## src/source/resp_bank_pkg.sv

```systemverilog
////////////////////////////////////////////////////////////////////////////
// Sizes, derived widths and the message word for the write-response bank
////////////////////////////////////////////////////////////////////////////

package resp_bank_pkg;

  // AXI ID field
  localparam int IdWidth = 2;
  localparam int NumIds = 2 ** IdWidth;

  // Message layout
  localparam int PayloadWidth = 14;
  localparam int MsgWidth = PayloadWidth + IdWidth;

  // Bank capacity
  localparam int NumSlots = 16;
  localparam int SlotAddrWidth = $clog2(NumSlots);
  // Counts run from 0 up to NumSlots inclusive
  localparam int CountWidth = $clog2(NumSlots + 1);

  typedef logic [IdWidth-1:0] id_t;
  typedef logic [SlotAddrWidth-1:0] slot_addr_t;

  // Raw word for storage, field view for routing by ID
  typedef union packed {
    logic [MsgWidth-1:0] raw;
    struct packed {
      logic [PayloadWidth-1:0] payload;
      id_t                     id;
    } fields;
  } msg_u;

endpackage

```

## src/source/slot_allocator.sv

```systemverilog
////////////////////////////////////////////////////////////////////////////
// Slot occupancy, lowest-free search and reservation handshake
////////////////////////////////////////////////////////////////////////////

module slot_allocator (
  input  logic                                clk_i,
  input  logic                                rst_ni,
  input  resp_bank_pkg::id_t                  reserve_id_i,
  input  logic                                reserve_ready_i,
  output logic                                reserve_valid_o,
  output resp_bank_pkg::slot_addr_t           reserve_addr_o,
  input  logic [resp_bank_pkg::NumSlots-1:0]  free_mask_i,
  output logic [resp_bank_pkg::NumIds-1:0]    res_push_o
);

  logic [resp_bank_pkg::NumSlots-1:0] occupied_q;
  logic [resp_bank_pkg::NumSlots-1:0] free_slots;
  logic [resp_bank_pkg::NumSlots-1:0] take_mask;
  logic                               accept;

  // A slot released this cycle may be handed out again at once
  assign free_slots = ~occupied_q | free_mask_i;
  assign reserve_valid_o = |free_slots;
  assign accept = reserve_valid_o & reserve_ready_i;

  // Priority search, lowest index wins
  always_comb begin
    reserve_addr_o = '0;
    for (int i = resp_bank_pkg::NumSlots - 1; i >= 0; i--) begin
      if (free_slots[i]) begin
        reserve_addr_o = resp_bank_pkg::slot_addr_t'(i);
      end
    end
  end

  always_comb begin
    take_mask = '0;
    take_mask[reserve_addr_o] = accept;
  end

  // Route the accepted reservation to the queue of its ID
  always_comb begin
    res_push_o = '0;
    res_push_o[reserve_id_i] = accept;
  end

  always_ff @(posedge clk_i or negedge rst_ni) begin
    if (!rst_ni) begin
      occupied_q <= '0;
    end else begin
      occupied_q <= (occupied_q & ~free_mask_i) | take_mask;
    end
  end

  // Never hand out a slot that is still held and not being released
  assert property (@(posedge clk_i) disable iff (!rst_ni)
    accept |-> (!occupied_q[reserve_addr_o] || free_mask_i[reserve_addr_o]));

endmodule

```

## src/source/id_slot_queue.sv

```systemverilog
////////////////////////////////////////////////////////////////////////////
// Per-ID queue of reserved slot addresses with fill and head tracking
////////////////////////////////////////////////////////////////////////////

module id_slot_queue (
  input  logic                                clk_i,
  input  logic                                rst_ni,
  input  logic                                push_i,
  input  resp_bank_pkg::slot_addr_t           push_addr_i,
  input  logic                                fill_i,
  input  logic [resp_bank_pkg::NumSlots-1:0]  release_en_i,
  input  logic                                pop_i,
  output logic                                slot_open_o,
  output resp_bank_pkg::slot_addr_t           fill_addr_o,
  output logic                                head_ready_o,
  output resp_bank_pkg::slot_addr_t           head_addr_o
);

  // Slot addresses in reservation order
  resp_bank_pkg::slot_addr_t addr_list_q [resp_bank_pkg::NumSlots];

  resp_bank_pkg::slot_addr_t               head_q;
  resp_bank_pkg::slot_addr_t               tail_q;
  resp_bank_pkg::slot_addr_t               fill_ptr;
  logic [resp_bank_pkg::CountWidth-1:0]    count_q;
  logic [resp_bank_pkg::CountWidth-1:0]    count_d;
  logic [resp_bank_pkg::CountWidth-1:0]    filled_q;
  logic [resp_bank_pkg::CountWidth-1:0]    filled_d;

  // Filled entries sit at the head, the next one to fill follows them
  assign fill_ptr = head_q + resp_bank_pkg::slot_addr_t'(filled_q);
  assign fill_addr_o = addr_list_q[fill_ptr];
  assign slot_open_o = count_q > filled_q;

  assign head_addr_o = addr_list_q[head_q];
  assign head_ready_o = (filled_q != '0) && release_en_i[head_addr_o];

  always_comb begin
    count_d = count_q;
    filled_d = filled_q;
    if (push_i) begin
      count_d = count_d + 1'b1;
    end
    if (fill_i) begin
      filled_d = filled_d + 1'b1;
    end
    // Popped entry leaves both counts
    if (pop_i) begin
      count_d = count_d - 1'b1;
      filled_d = filled_d - 1'b1;
    end
  end

  always_ff @(posedge clk_i or negedge rst_ni) begin
    if (!rst_ni) begin
      head_q <= '0;
      tail_q <= '0;
      count_q <= '0;
      filled_q <= '0;
    end else begin
      count_q <= count_d;
      filled_q <= filled_d;
      if (push_i) begin
        tail_q <= tail_q + 1'b1;
      end
      if (pop_i) begin
        head_q <= head_q + 1'b1;
      end
    end
  end

  always_ff @(posedge clk_i) begin
    if (push_i) begin
      addr_list_q[tail_q] <= push_addr_i;
    end
  end

  // The store only fills an ID that has an open reservation
  assert property (@(posedge clk_i) disable iff (!rst_ni)
    fill_i |-> slot_open_o);

endmodule

```

## src/source/message_store.sv

```systemverilog
////////////////////////////////////////////////////////////////////////////
// Message register array with ID decode, input handshake and read port
////////////////////////////////////////////////////////////////////////////

module message_store (
  input  logic                                                  clk_i,
  input  logic                                                  rst_ni,
  input  logic                                                  in_valid_i,
  input  resp_bank_pkg::msg_u                                   data_i,
  output logic                                                  in_ready_o,
  input  logic [resp_bank_pkg::NumIds-1:0]                      slot_open_i,
  input  resp_bank_pkg::slot_addr_t [resp_bank_pkg::NumIds-1:0] fill_addr_i,
  output logic [resp_bank_pkg::NumIds-1:0]                      fill_en_o,
  input  resp_bank_pkg::slot_addr_t                             rd_addr_i,
  output resp_bank_pkg::msg_u                                   rd_data_o
);

  logic [resp_bank_pkg::MsgWidth-1:0] mem_q [resp_bank_pkg::NumSlots];

  resp_bank_pkg::id_t        in_id;
  resp_bank_pkg::slot_addr_t wr_addr;
  logic                      accept;

  // ID in the low bits picks the queue
  assign in_id = data_i.fields.id;
  assign in_ready_o = slot_open_i[in_id];
  assign wr_addr = fill_addr_i[in_id];
  assign accept = in_valid_i & in_ready_o;

  always_comb begin
    fill_en_o = '0;
    fill_en_o[in_id] = accept;
  end

  always_ff @(posedge clk_i) begin
    if (accept) begin
      mem_q[wr_addr] <= data_i.raw;
    end
  end

  assign rd_data_o = resp_bank_pkg::msg_u'(mem_q[rd_addr_i]);

  assert property (@(posedge clk_i) disable iff (!rst_ni)
    accept |-> !$isunknown(data_i.raw));

endmodule

```

## src/source/release_arbiter.sv

```systemverilog
////////////////////////////////////////////////////////////////////////////
// Lowest-ID release arbiter, output register and freed-slot mask
////////////////////////////////////////////////////////////////////////////

module release_arbiter (
  input  logic                                                  clk_i,
  input  logic                                                  rst_ni,
  input  logic [resp_bank_pkg::NumIds-1:0]                      head_ready_i,
  input  resp_bank_pkg::slot_addr_t [resp_bank_pkg::NumIds-1:0] head_addr_i,
  input  resp_bank_pkg::msg_u                                   rd_data_i,
  input  logic                                                  out_ready_i,
  output logic [resp_bank_pkg::NumIds-1:0]                      grant_o,
  output resp_bank_pkg::slot_addr_t                             rd_addr_o,
  output logic [resp_bank_pkg::NumSlots-1:0]                    free_mask_o,
  output logic                                                  out_valid_o,
  output resp_bank_pkg::msg_u                                   data_o
);

  resp_bank_pkg::id_t                 sel_id;
  logic                               can_load;
  logic                               load;
  logic [resp_bank_pkg::NumSlots-1:0] free_mask_d;
  logic                               out_valid_q;
  logic [resp_bank_pkg::NumSlots-1:0] free_mask_q;
  resp_bank_pkg::msg_u                data_q;

  // Register is empty or drains this cycle
  assign can_load = !out_valid_q || out_ready_i;
  assign load = can_load && (|head_ready_i);

  always_comb begin
    sel_id = '0;
    for (int i = resp_bank_pkg::NumIds - 1; i >= 0; i--) begin
      if (head_ready_i[i]) begin
        sel_id = resp_bank_pkg::id_t'(i);
      end
    end
  end

  always_comb begin
    grant_o = '0;
    grant_o[sel_id] = load;
  end

  assign rd_addr_o = head_addr_i[sel_id];

  always_comb begin
    free_mask_d = '0;
    free_mask_d[rd_addr_o] = load;
  end

  always_ff @(posedge clk_i or negedge rst_ni) begin
    if (!rst_ni) begin
      out_valid_q <= 1'b0;
      free_mask_q <= '0;
    end else begin
      free_mask_q <= free_mask_d;
      if (can_load) begin
        out_valid_q <= load;
      end
    end
  end

  always_ff @(posedge clk_i) begin
    if (load) begin
      data_q <= rd_data_i;
    end
  end

  assign out_valid_o = out_valid_q;
  assign data_o = data_q;
  assign free_mask_o = free_mask_q;

  assert property (@(posedge clk_i) disable iff (!rst_ni)
    $onehot0(grant_o));

endmodule

```

## src/source/write_resp_bank.sv

```systemverilog
////////////////////////////////////////////////////////////////////////////
// Write-response bank top level
////////////////////////////////////////////////////////////////////////////

module write_resp_bank (
  input  logic                                clk_i,
  input  logic                                rst_ni,
  input  resp_bank_pkg::id_t                  reserve_id_i,
  input  logic                                reserve_ready_i,
  output logic                                reserve_valid_o,
  output resp_bank_pkg::slot_addr_t           reserve_addr_o,
  input  logic                                in_valid_i,
  input  resp_bank_pkg::msg_u                 data_i,
  output logic                                in_ready_o,
  input  logic [resp_bank_pkg::NumSlots-1:0]  release_en_i,
  input  logic                                out_ready_i,
  output logic                                out_valid_o,
  output resp_bank_pkg::msg_u                 data_o,
  output logic [resp_bank_pkg::NumSlots-1:0]  address_released_onehot_o
);

  // Reservation path
  logic [resp_bank_pkg::NumIds-1:0]   res_push;
  resp_bank_pkg::slot_addr_t          res_addr;

  // Per-ID queue state
  logic [resp_bank_pkg::NumIds-1:0]                      slot_open;
  resp_bank_pkg::slot_addr_t [resp_bank_pkg::NumIds-1:0] fill_addr;
  logic [resp_bank_pkg::NumIds-1:0]                      fill_en;
  logic [resp_bank_pkg::NumIds-1:0]                      head_ready;
  resp_bank_pkg::slot_addr_t [resp_bank_pkg::NumIds-1:0] head_addr;

  // Release path
  logic [resp_bank_pkg::NumIds-1:0]   grant;
  resp_bank_pkg::slot_addr_t          rd_addr;
  resp_bank_pkg::msg_u                rd_data;
  logic [resp_bank_pkg::NumSlots-1:0] free_mask;

  slot_allocator u_slot_allocator (
    .clk_i           (clk_i),
    .rst_ni          (rst_ni),
    .reserve_id_i    (reserve_id_i),
    .reserve_ready_i (reserve_ready_i),
    .reserve_valid_o (reserve_valid_o),
    .reserve_addr_o  (res_addr),
    .free_mask_i     (free_mask),
    .res_push_o      (res_push)
  );

  assign reserve_addr_o = res_addr;

  for (genvar g = 0; g < resp_bank_pkg::NumIds; g++) begin : gen_id_queue
    id_slot_queue u_id_slot_queue (
      .clk_i        (clk_i),
      .rst_ni       (rst_ni),
      .push_i       (res_push[g]),
      .push_addr_i  (res_addr),
      .fill_i       (fill_en[g]),
      .release_en_i (release_en_i),
      .pop_i        (grant[g]),
      .slot_open_o  (slot_open[g]),
      .fill_addr_o  (fill_addr[g]),
      .head_ready_o (head_ready[g]),
      .head_addr_o  (head_addr[g])
    );
  end

  message_store u_message_store (
    .clk_i       (clk_i),
    .rst_ni      (rst_ni),
    .in_valid_i  (in_valid_i),
    .data_i      (data_i),
    .in_ready_o  (in_ready_o),
    .slot_open_i (slot_open),
    .fill_addr_i (fill_addr),
    .fill_en_o   (fill_en),
    .rd_addr_i   (rd_addr),
    .rd_data_o   (rd_data)
  );

  release_arbiter u_release_arbiter (
    .clk_i        (clk_i),
    .rst_ni       (rst_ni),
    .head_ready_i (head_ready),
    .head_addr_i  (head_addr),
    .rd_data_i    (rd_data),
    .out_ready_i  (out_ready_i),
    .grant_o      (grant),
    .rd_addr_o    (rd_addr),
    .free_mask_o  (free_mask),
    .out_valid_o  (out_valid_o),
    .data_o       (data_o)
  );

  assign address_released_onehot_o = free_mask;

endmodule

```

## config.mk

```make
export PLATFORM = sky130hd
export DESIGN_NAME = write_resp_bank
export DESIGN_NICKNAME = d
export VERILOG_FILES = /design/src/source/resp_bank_pkg.sv /design/src/source/slot_allocator.sv /design/src/source/id_slot_queue.sv /design/src/source/message_store.sv /design/src/source/release_arbiter.sv /design/src/source/write_resp_bank.sv
export SDC_FILE = /design/constraint.sdc
export NUM_CORES = 1
export LEC_CHECK = 0
export BUFFER_PORTS_ARGS = -buffer_cell sky130_fd_sc_hd__buf_2
export CELL_PAD_IN_SITES_DETAIL_PLACEMENT = 1
export CELL_PAD_IN_SITES_GLOBAL_PLACEMENT = 1
export CORE_ASPECT_RATIO = 0.75
export CORE_MARGIN = 5
export CORE_UTILIZATION = 44
export CTS_BUF_LIST = sky130_fd_sc_hd__clkbuf_8
export DETAILED_ROUTE_END_ITERATION = 8
export PLACE_DENSITY_LB_ADDON = 0.12
export REMOVE_ABC_BUFFERS = 1
export SLEW_MARGIN = 0
export SYNTH_ARGS = -nofsm -noshare
export SYNTH_HDL_FRONTEND = slang
export SYNTH_SLANG_ARGS = --single-unit
```

## constraint.sdc

```tcl
create_clock -name clk_i -period 9.6 [get_ports clk_i]
set_clock_uncertainty 0.15 [all_clocks]
set_input_delay 0.48 -clock clk_i [delete_from_list [all_inputs] [get_ports clk_i]]
set_output_delay 0.48 -clock clk_i [all_outputs]
set_load 0.01 [all_outputs]
```

==> summary.txt, run 1 <==
Global route
  – Initial antenna violation count: 6
  – Busiest layer in global routing: met1
  – First-pass GRT wire length: 134000 um
  – Grt met3 use: 4.88%
  – Met1 Use GR: 35.6%
  – Tot GR Track Use: a little under a quarter
  – Vias in the first global route: 21.1k
  – Gr ovfl total: 0
  – Pin count of the biggest net entering global routing: 87
  – Met2 Use GR: 35.4%

Final layout
  – Share of cells above drive strength 1: 18.5%
  – Area grow syn2layout: 11.9%
  – Fin cells: around 3.4k
  – Final #Nets: 2467
  – Util after Layout: between 40% and 50%
  – # fillers: 7025
  – Most frequent cells in the layout: 528 x edfxtp_1, 162 x nand2_1, 127 x inv_1
  – Area of the multi-input gates: 11800 um^2
  – Commonest non-fill, non-tap cell in the layout: edfxtp_1
  – Area taken by flip-flops and latches: 18500 um^2

Synth
  – Cell taking the most area after synthesis: edfxtp_1
  – Synth top area share: 51.2%
  – Register area share after synthesis: 59.7%
  – Gate Count Post-Synth: 2244
  – Distinct cells, synth: 76
  – Yosys Warn Count: 0
  – Seq cells post-synth: 633
  – Top FF cell, synth: edfxtp_1
  – Dominant cells by area after synthesis: edfxtp_1 51%, dfrtp_1 8.5%, mux4_2 8.4%
  – Mapped Area: 31000 um^2
  – EDFF count, synth: approximately 530
  – Avg Inst Size Synth: around 14 um^2
  – Ys async rst share: around 17%

Worst setup path
  – Worst reg2reg path depth: 13
  – FF-to-FF setup slack: 3.21 ns
  – WP buf/inv: 1
  – Crit-path cells: nand2b_1, o221ai_1, o22ai_1, a21oi_1, mux2_2, o32ai_2, o21ai_0, a31oi_1, o221a_4, buf_4, and3_1, o32ai_1, or3_1
  – Reg2reg start: gen_id_queue[1].u_id_slot_queue.head_q[2]
  – Max Fanout on Critical Path: 86
  – WP data arrival: 6.69 ns
  – Worst setup EP type: flip-flop
  – Top delay family on crit path: compound AO/OA/AOI/OAI gates
  – End point of the critical path: u_release_arbiter.data_o[7]
  – CP Launch Point: gen_id_queue[1].u_id_slot_queue.head_q[2]
  – Crit. path cell count: 13
  – Crit Path Class: reg2reg
  – Reg2reg end: u_release_arbiter.data_o[7]
  – Slowest cell delay on critical path: around 0.90 ns
  – Critical Path RT: 9.90 ns
  – CP max-delay cell: dfrtp_1
  – CP startpoint kind: flip-flop

Timing
  – Post-Route Setup TNS: 0 ns
  – # setup viols final: 0
  – Period minus WS final: 6.39 ns
  – Hold Fails Final Rpt: 0
  – Fin. max-slew vios: 0
  – Maximum clock rate: 157 MHz
  – RSZ-0062 raised after global routing: no
  – Hold Slack: 0.143 ns
  – Slew HR: 27.0%
  – Worst slew pin tran: 1.09 ns
  – Final period util: 66.5%

Clocking
  – Deepest clock path buffer count: 3
  – Root buffer cell: clkbuf_8
  – Clock insertion delay at the later pin of the skew report: 0.73 ns
  – H-Tree Depth: 3
  – CTS buffer count: 102
  – TritonCTS clock tree: built
  – Clk sinks: 633
  – Clock slew seen by the registers of the worst setup and hold paths: 0.07 ns

Placed design
  – Port bufs: 77
  – Placed Cells: 3178
  – RePlAce Congestion: 0.842
  – Hpwl dp: 58200 um

Routing
  – Antenna-violating nets left: 0
  – Vias/cell: between 5 and 6
  – TritonRoute pass-1 iters: 8
  – Wire length per cell: 26.3 um
  – Post-route DRC: 0
  – Starting DRT DRC Count: just under 2k
  – Final wirelength: 89000 um
  – Via count: 20.1k

Die
  – Chip height: 240 um
  – Core Region: 69900 um^2
  – Die Width: 316 um
  – Num rows: 84
  – Number of I/O pins: 78
  – Die area: 75900 um^2
  – Initial core utilization: 44.3%

Worst hold path
  – Hold Crit Class: in2reg

Run status
  – Status: finished, final reports clean

Flow run
  – Max-cap violations: 0
through the flow:
| step | cell area [um^2] | worst slack, ns |
|---|---|---|
| 2_1_floorplan | 30400 | 2.82 |
| 3_3_place_gp | 32400 | 3.45 |
| 3_5_place_dp | 32400 | 3.32 |
| 4_1_cts | 34700 | 3.25 |
| 5_1_grt | 34700 | 2.84 |
| 6_report | 34700 | 3.21 |
Yosys cell counts, types with 5 or more instances:
cell,number
o21ai_1,11
o21ai_0,85
clkbuf_1,83
or3_1,17
or2_2,5
inv_1,73
and2_1,47
a21boi_0,19
dfrtp_1,105
a31o_2,17
ha_1,72
o221ai_1,17
and3_1,50
a21o_1,7
nand2b_1,36
nor4_1,13
mux2_2,30
nor3_1,39
a221oi_1,48
xor2_1,18
nor2b_1,12
nand2_1,162
buf_1,13
mux2i_1,122
o32ai_1,17
nand4_1,31
edfxtp_1,528
o21a_1,7
nor3b_1,19
nand3_1,52
mux4_2,115
mux2_1,8
nor2_1,99
a31oi_1,11
a21oi_1,53
a211oi_1,6
buf_4,7
buf_2,24
o22ai_1,17
xnor2_1,81
area by class of cell:
class                           instances  share of cell area [%]
Sequential cell                       633                    53.3
Multi-Input combinational cell       1407                    34.0
Clock buffer                          117                    4.64
Tap cell                              946                    3.41
Timing Repair Buffer                  134                    2.47
Clock inverter                         77                    1.36
Inverter                               74                   0.801
Antenna cell                            2                  0.0144
routing by layer:
metal	up-vias	part of all wire, %
li1	8889	-
met1	10500	47
met2	571	45
met3	123	6.5
met4	0	1.8
met5	-	0
state kept, by name (all words and copies together) (netlist names):
name and count:
u_slot_allocator.occupied_q 16, u_release_arbiter.data_o 16, gen_id_queue.u_id_slot_queue.count_q 20, gen_id_queue.u_id_slot_queue.filled_q 20
u_release_arbiter.out_valid_o 1, gen_id_queue.u_id_slot_queue.tail_q 16, u_release_arbiter.free_mask_o 16, u_message_store.mem_q 256
gen_id_queue.u_id_slot_queue.addr_list_q 256, gen_id_queue.u_id_slot_queue.head_q 16
worst register-to-register path, cell delays in order (launching register included):
cell      delay, ns
dfrtp_1        0.90
nand2b_1       0.26
o221ai_1       0.36
o22ai_1        0.15
a21oi_1        0.61
mux2_2         0.43
o32ai_2        0.23
o21ai_0        0.30
a31oi_1        0.40
o221a_4        0.61
buf_4          0.82
and3_1         0.37
o32ai_1        0.11
or3_1          0.40
what timing repair did:
item,in CTS,in global routing
hold buffers,16,0
endpoints found under the hold margin,287,0
buffers inserted,0,0
resized for setup,0,0
how the worst min path moves through the flow:
stage	from	cells past startpoint	end	slack, ns
floorplan	rst_ni	0	gen_id_queue[0].u_id_slot_queue.count_q[0]	0.03
global placement	gen_id_queue[3].u_id_slot_queue.count_q[4]	1	gen_id_queue[3].u_id_slot_queue.count_q[4]	0.32
detailed placement	gen_id_queue[1].u_id_slot_queue.count_q[4]	1	gen_id_queue[1].u_id_slot_queue.count_q[4]	0.33
CTS	data_i[1]	1	u_message_store.mem_q[10][1]	0.06
global route	data_i[1]	1	u_message_store.mem_q[5][1]	0.08
finish	data_i[1]	1	u_message_store.mem_q[5][1]	0.14
cell families (layout without fill, tap and decap cells):
logic type | Yosys count | count (layout) | synth area share [%]
simple gates | 600 | 600 | 9.87
other cells | 0 | 2 | 0
flops | 633 | 633 | 59.7
mux | 276 | 276 | 13.8
xor+xnor | 99 | 99 | 2.80
compound gates | 356 | 356 | 8.03
buf+inv | 204 | 402 | 2.73
fa+ha+maj | 76 | 76 | 3.17
Power of run 1 is left out: the tool's default activity adds up to more than one toggle a clock period on the data nets, which glitch-free logic cannot reach.
==> run 2: changes to the inputs <==
==> constraint.sdc (replaced) <==
create_clock -name clk_i -period 5.4 [get_ports clk_i]
set_clock_uncertainty 0.15 [all_clocks]
set_input_delay 0.27 -clock clk_i [delete_from_list [all_inputs] [get_ports clk_i]]
set_output_delay 0.27 -clock clk_i [all_outputs]
set_load 0.01 [all_outputs]
==> run 2 against run 1 <==
Against the previous run:
- non-clock buffer count is 68 higher
- die area unchanged
- count of clock-buffer cells in the layout down 8
- first-iteration DRC count decreased by 13%
- via count rose by 1.2%
- global-route usage fell by 0.088 points
- sequential cell count did not move
- largest cell class unchanged
- sequential share of layout area down 1.3 points
- routed wire length fell by 0.70%
- critical path depth rose by 2
- highest routed layer unchanged
- design area is 2.6% higher
==> summary.txt, run 2 (same netlist as run 1, synthesis figures left out) <==
Routing
  – Post-route DRC: 0 (unchanged)
  – Final wirelength: 88400 um (-0.70%)
  – Antenna-violating nets left: 0 (unchanged)
  – Via count: 20.3k (+1.2%)
  – Vias/cell: 5.88 (-0.70%)
  – Wire length per cell: 25.6 um (-2.6%)
  – TritonRoute pass-1 iters: 5 (-3)
  – Starting DRT DRC Count: 1689 (-13%)

Die
  – Core Region: 69900 um^2 (unchanged)
  – Num rows: 84 (unchanged)
  – Die area: 75900 um^2 (unchanged)
  – Chip height: 240 um (unchanged)
  – Initial core utilization: 44.3% (unchanged)
  – Die Width: 316 um (unchanged)
  – Number of I/O pins: 78 (unchanged)

Worst setup path
  – Crit Path Class: reg2reg
  – WP buf/inv: 2 (+1)
  – Worst setup EP type: flip-flop
  – CP startpoint kind: flip-flop
  – Top delay family on crit path: simple AND/OR/NAND/NOR gates
  – Most used cell, CP: buf_12
  – Crit-path cells: buf_12, mux4_2, mux2i_4, nand2_1, a21oi_1, a311oi_1, nor4_1, or2_1, nor4_4, a221oi_4, nand2_4, buf_12, a221oi_1, o32ai_1, or3_1
  – CP max-delay cell: mux4_2
  – WP data arrival: 5.47 ns (-1.22 ns)
  – Slowest cell delay on critical path: 0.56 ns (-0.34 ns)
  – Max Fanout on Critical Path: 22 (-74%)
  – Critical Path RT: 5.69 ns (-4.21 ns)

Timing
  – Maximum clock rate: 193 MHz (+23%)
  – Hold Fails Final Rpt: 0 (unchanged)
  – Fin. max-slew vios: 0 (unchanged)
  – Worst slew pin tran: 1.12 ns (+0.0292 ns)
  – Period minus WS final: 5.18 ns (-1.21 ns)
  – RSZ-0062 raised after global routing: no
  – Slew HR: 24.4% (-2.6 points)
  – Post-Route Setup TNS: 0 ns (unchanged)
  – # setup viols final: 0 (unchanged)
  – Final period util: 95.9% (+29 points)

Final layout
  – Top Registers: gen_id_queue.u_id_slot_queue.addr_list_q (256), u_message_store.mem_q (256)
  – Commonest non-fill, non-tap cell in the layout: edfxtp_1
  – Final #Nets: 2536 (+2.8%)
  – Area grow syn2layout: 14.8%
  – Finished Cell Area: 35600 um^2 (+2.6%)
  – Most frequent cells in the layout: 528 x edfxtp_1, 162 x nand2_1, 122 x mux2i_1
  – Share of cells above drive strength 1: 20.8% (+2.4 points)
  – # fillers: 6952 (-1.0%)

Clocking
  – Deepest clock path buffer count: 3 (unchanged)
  – TritonCTS clock tree: built
  – Root buffer cell: clkbuf_8
  – Clk sinks: 633 (unchanged)
  – H-Tree Depth: 3 (unchanged)
  – Clock slew seen by the registers of the worst setup and hold paths: 0.06 ns (about the same)
  – Setup repair bufs after CTS: 0 (unchanged)
  – CTS buffer count: 103 (+0.98%)
  – Clock insertion delay at the later pin of the skew report: 0.73 ns (about the same)

Placed design
  – RePlAce Congestion: 0.872 (+3.6%)
  – Port bufs: 77 (unchanged)
  – Placed instance area: 33200 um^2 (+2.3%)
  – Hpwl dp: 60000 um (+3.1%)

Flow run
  – Max-cap violations: 0 (unchanged)

Global route
  – Tot GR Track Use: 23.4% (-0.088 points)
  – Gr ovfl total: 0 (unchanged)
  – Pin count of the biggest net entering global routing: 81 (-6.9%)
  – First-pass GRT wire length: 134000 um (-0.15%)
  – Vias in the first global route: 21.1k (-0.0047%)
  – Initial antenna violation count: 5 (-1)

Run status
  – Status: finished, final reports clean

Worst hold path
  – Hold Crit Class: in2reg
-- run 2: cell type report --
| class | instances | area [um^2] | area share (%) |
|---|---|---|---|
| multi-input combinational | 1407 | 11800 | 33.0 |
| antenna | 4 | 10.0 | 0.0281 |
| tap | 946 | 1180 | 3.33 |
| clock buffer | 109 | 1500 | 4.22 |
| sequential | 633 | 18500 | 52.0 |
| inverter | 74 | 278 | 0.781 |
| timing repair buffer | 202 | 1700 | 4.78 |
| clock inverter | 81 | 656 | 1.84 |
-- run 2: per-stage QoR --
stage,utilization (%),hold slack [ns],setup slack [ns],cells
6_report,50.9,0.0856,0.220,3456
5_1_grt,50.9,0.0855,0.0358,3456
4_1_cts,50.9,0.0191,0.0628,3452
3_5_place_dp,47.4,0.173,0.110,3241
3_3_place_gp,47.4,0.174,0.333,3241
2_1_floorplan,-,-0.176,-1.38,2114
-- run 2: worst paths after layout --
kind | startpoint | to | slack (ns) | depth (start not counted)
worst max-delay path | gen_id_queue[0].u_id_slot_queue.head_q[0] | u_release_arbiter.data_o[10] | 0.22 | 15
worst min-delay path | reserve_id_i[0] | gen_id_queue[2].u_id_slot_queue.tail_q[0] | 0.09 | 4
worst max register to register | gen_id_queue[0].u_id_slot_queue.head_q[0] | u_release_arbiter.data_o[10] | 0.22 | 15
worst min register to register | gen_id_queue[1].u_id_slot_queue.count_q[4] | gen_id_queue[1].u_id_slot_queue.count_q[4] | 0.34 | 1
max in group asynchronous | rst_ni | u_slot_allocator.occupied_q[0] | 3.82 | 4
min in group asynchronous | rst_ni | gen_id_queue[2].u_id_slot_queue.tail_q[0] | 0.55 | 4
-- run 2: metal layers --
| layer | global-route usage, % | up-vias | wire length, um |
|---|---|---|---|
| met4 | 5.72 | 0 | 1830 |
| met1 | 35.7 | 10600 | 42300 |
| met5 | 0 | - | 0 |
| li1 | - | 9029 | - |
| met3 | 5.48 | 125 | 6070 |
| met2 | 34.0 | 611 | 38200 |
-- run 2: worst reg2reg max path: cells and delay by family (launching register included) --
| family | cells | cell delay [ns] |
|---|---|---|
| simple gates | 6 | 1.82 |
| compound gates | 5 | 1.22 |
| mux | 2 | 0.88 |
| buf+inv | 2 | 0.46 |
| flops | 1 | 0.37 |
-- run 2: timing repair --
item	in CTS	in global routing
endpoints found under the hold margin	327	0
setup endpoints to repair	0	34
hold buffers	21	0
gates resized for setup	0	4
Power of run 2 is left out for the same reason.
==> run 3: changes to the inputs <==
--- a/config.mk
+++ b/config.mk
@@ -5,6 +5,7 @@
 export SDC_FILE = /design/constraint.sdc
 export NUM_CORES = 1
 export LEC_CHECK = 0
+export ABC_AREA = 1
 export BUFFER_PORTS_ARGS = -buffer_cell sky130_fd_sc_hd__buf_2
 export CELL_PAD_IN_SITES_DETAIL_PLACEMENT = 1
 export CELL_PAD_IN_SITES_GLOBAL_PLACEMENT = 1
==> run 3 against run 2 <==
Against the previous run:
- register-to-register slack better by 0.17 ns
- routed wire length up 15%
- sequential cell count stayed put
- via count grew 24%
- utilization down 1.2 points
- non-clock buffer count fell by 40
- design area increased by 0.49%
- synthesized cell count up 50%
- hold slack got worse by 0.039 ns
- highest routed layer is now met5
- die area up 3.1%
- count of clock-buffer cells in the layout increased by 8
==> summary.txt, run 3 <==
Run status
  – Status: finished, final reports clean

Die
  – Number of I/O pins: 78 (unchanged)
  – Initial core utilization: 44.5% (+0.16 points)
  – Die area: 78200 um^2 (+3.1%)
  – Die Width: 321 um (+1.6%)
  – Core Region: 71900 um^2 (+2.9%)
  – Num rows: 85 (+1.2%)
  – Chip height: 243 um (+1.5%)

Timing
  – Slew HR: 31.8% (+7.4 points)
  – # setup viols final: 0 (unchanged)
  – Final period util: 92.7% (-3.2 points)
  – Fin. max-slew vios: 0 (unchanged)
  – RSZ-0062 raised after global routing: no
  – Period minus WS final: 5.01 ns (-0.174 ns)
  – Maximum clock rate: 200 MHz (+3.5%)
  – Hold Fails Final Rpt: 0 (unchanged)
  – Worst slew pin tran: 1.02 ns (-0.101 ns)

Synth
  – Most frequent cell after synthesis: nand2_1
  – Register area share after synthesis: 57.8% (-1.9 points)
  – Seq cells post-synth: 633 (unchanged)
  – EDFF count, synth: 528 (unchanged)
  – Yosys Warn Count: 0 (unchanged)
  – Gate Count Post-Synth: 3368 (+50%)
  – Avg Inst Size Synth: 9.50 um^2 (-31%)
  – Top FF cell, synth: edfxtp_1
  – Ys async rst share: 16.6% (unchanged)
  – Synth top area share: 49.6% (-1.6 points)
  – Dominant cells by area after synthesis: edfxtp_1 50%, nand2_1 12%, dfrtp_1 8.2%
  – Cell taking the most area after synthesis: edfxtp_1
  – Distinct cells, synth: 53 (-30%)
  – Post-synth top cells: 996 x nand2_1, 528 x edfxtp_1, 341 x nand3_1, 268 x inv_1, 232 x nor2_1
  – Mapped Area: 32000 um^2 (+3.2%)

Worst setup path
  – Crit-path cells: ha_1, inv_1, fa_1, inv_1, a21oi_1, a22oi_1, o211ai_1, nand3_1, nand4_1, nor2_1, nand2_1, nor2_2, buf_12
  – Worst setup EP type: flip-flop
  – Max Fanout on Critical Path: 20 (-9.1%)
  – Critical Path RT: 5.68 ns (about the same)
  – CP max-delay cell: inv_1
  – WP data arrival: 5.29 ns (-0.18 ns)
  – Worst reg2reg path depth: 13 (-2)
  – Crit Path Class: reg2reg
  – CP startpoint kind: flip-flop
  – Slowest cell delay on critical path: 0.73 ns (+0.17 ns)
  – Most used cell, CP: inv_1

Routing
  – TritonRoute pass-1 iters: 6 (+1)
  – Final wirelength: 102000 um (+15%)
  – Via count: 25.1k (+24%)
  – Post-route DRC: 0 (unchanged)
  – Antenna-violating nets left: 0 (unchanged)
  – Vias/cell: 5.54 (-5.8%)
  – Starting DRT DRC Count: 2225 (+32%)
  – Wire length per cell: 22.4 um (-12%)

Final layout
  – Final #Nets: 3610 (+42%)
  – Commonest non-fill, non-tap cell in the layout: nand2_1
  – Share of cells above drive strength 1: 11.3% (-9.5 points)
  – # fillers: 8178 (+18%)
  – Area grow syn2layout: 11.7%
  – Most frequent cells in the layout: 996 x nand2_1, 528 x edfxtp_1, 341 x nand3_1
  – Top Registers: gen_id_queue.u_id_slot_queue.addr_list_q (256), u_message_store.mem_q (256)
  – Fin cells: 4542 (+31%)

Clocking
  – Root buffer cell: clkbuf_8
  – Post-CTS Resized: 0 (unchanged)
  – Clock insertion delay at the later pin of the skew report: 0.76 ns (+0.03 ns)
  – CTS buffer count: 103 (unchanged)
  – H-Tree Depth: 3 (unchanged)
  – TritonCTS clock tree: built
  – Clk sinks: 633 (unchanged)
  – Clock slew seen by the registers of the worst setup and hold paths: 0.07 ns (about the same)
  – Deepest clock path buffer count: 3 (unchanged)

Global route
  – Tot GR Track Use: 25.6% (+2.2 points)
  – Met1 Use GR: 37.8% (+2.1 points)
  – Gr ovfl total: 0 (unchanged)
  – Grt met3 use: 6.46% (+0.97 points)
  – Pin count of the biggest net entering global routing: 83 (+2.5%)
  – Met2 Use GR: 37.6% (+3.7 points)
  – First-pass GRT wire length: 156000 um (+16%)
  – Busiest layer in global routing: met1
  – Initial antenna violation count: 6 (+1)
  – Vias in the first global route: 26.1k (+24%)

Placed design
  – Placed Cells: 4325 (+33%)
  – Port bufs: 77 (unchanged)
  – RePlAce Congestion: 0.903 (+3.6%)
  – Hpwl dp: 70000 um (+17%)

Worst hold path
  – Hold Crit Class: in2async

Flow run
  – Max-cap violations: 0 (unchanged)
[run 3: cell count changes in the layout (fill, tap and decap cells not counted), sizes merged, moves of 50 or more]
cell / previous run / this run
and3: 50 / 0
mux2i: 123 / 10
o211ai: 4 / 65
a21oi: 54 / 145
mux4: 115 / 0
o21ai: 96 / 149
inv: 102 / 345
nand2: 163 / 1018
nand3: 52 / 352
nor2: 99 / 248
[run 3: path summary, 6_finish.rpt]
path                                                            from                                    endpoint  slack [ns]
max in group asynchronous                                     rst_ni  gen_id_queue[1].u_id_slot_queue.count_q[2]        3.70
min reg2reg                gen_id_queue[3].u_id_slot_queue.tail_q[2]   gen_id_queue[3].u_id_slot_queue.tail_q[2]        0.40
min                                                           rst_ni   gen_id_queue[2].u_id_slot_queue.head_q[3]        0.05
max                        gen_id_queue[0].u_id_slot_queue.head_q[0]                 u_message_store.mem_q[6][7]        0.39
max reg2reg                gen_id_queue[0].u_id_slot_queue.head_q[0]                 u_message_store.mem_q[6][7]        0.39
min in group clk_i                                       out_ready_i               u_release_arbiter.out_valid_o        0.14
[run 3: cell families (layout without fill, tap and decap cells)]
kind of cell / after synthesis / in the layout / synth area share [%]
flip-flops: 633 / 633 / 57.8
other: 0 / 4 / 0
buffers and inverters: 452 / 665 / 5.97
multiplexers: 10 / 10 / 0.313
XOR/XNOR: 100 / 100 / 2.74
AO/OA/AOI/OAI: 412 / 412 / 7.56
AND/OR/NAND/NOR: 1685 / 1685 / 22.6
adder cells (fa/ha/maj): 76 / 76 / 3.07
[run 3: repair_timing]
| action | 4_1_cts | 5_1_grt |
|---|---|---|
| hold buffers | 22 | 0 |
| setup endpoints to repair | 0 | 0 |
| hold endpoints to repair | 325 | 0 |
| buffers inserted | 0 | 0 |
[run 3: layer usage]
metal,wire length (um),vias up
met1,47700,12500
met3,8140,163
met4,2440,6
li1,-,11700
met2,43500,805
met5,31,-
[run 3: area by class of cell]
class / count / area, um^2 / share of cell area (%)
clock buffers: 117 / 1610 / 4.51
repair buffers: 162 / 1160 / 3.24
inverters: 312 / 1180 / 3.30
well taps: 957 / 1200 / 3.35
flip-flops and latches: 633 / 18500 / 51.7
diodes: 4 / 10.0 / 0.0280
multi-input cells: 2283 / 11700 / 32.7
clock inverters: 74 / 420 / 1.18
[run 3: critical path, delay by kind of cell, from the launching register on]
kind                     cells  cell delay (ns)
adder cells (fa/ha/maj)      2             0.95
AND/OR/NAND/NOR              5             1.50
flip-flops                   1             0.52
buffers and inverters        3             1.00
AO/OA/AOI/OAI                3             0.57
[run 3: per-stage QoR]
step	worst slack (ns)	hold slack [ns]	area (um^2)	util [%]	TNS [ns]
3_3_place_gp	0.722	0.232	33500	46.6	0
4_1_cts	0.614	0.00263	35700	49.7	0
3_5_place_dp	0.642	0.242	33500	46.6	0
2_1_floorplan	-0.927	-0.176	31300	-	-21.51
6_report	0.394	0.0462	35700	49.7	0
5_1_grt	0.301	0.0806	35700	49.7	0
Power of run 3 is left out for the same reason.
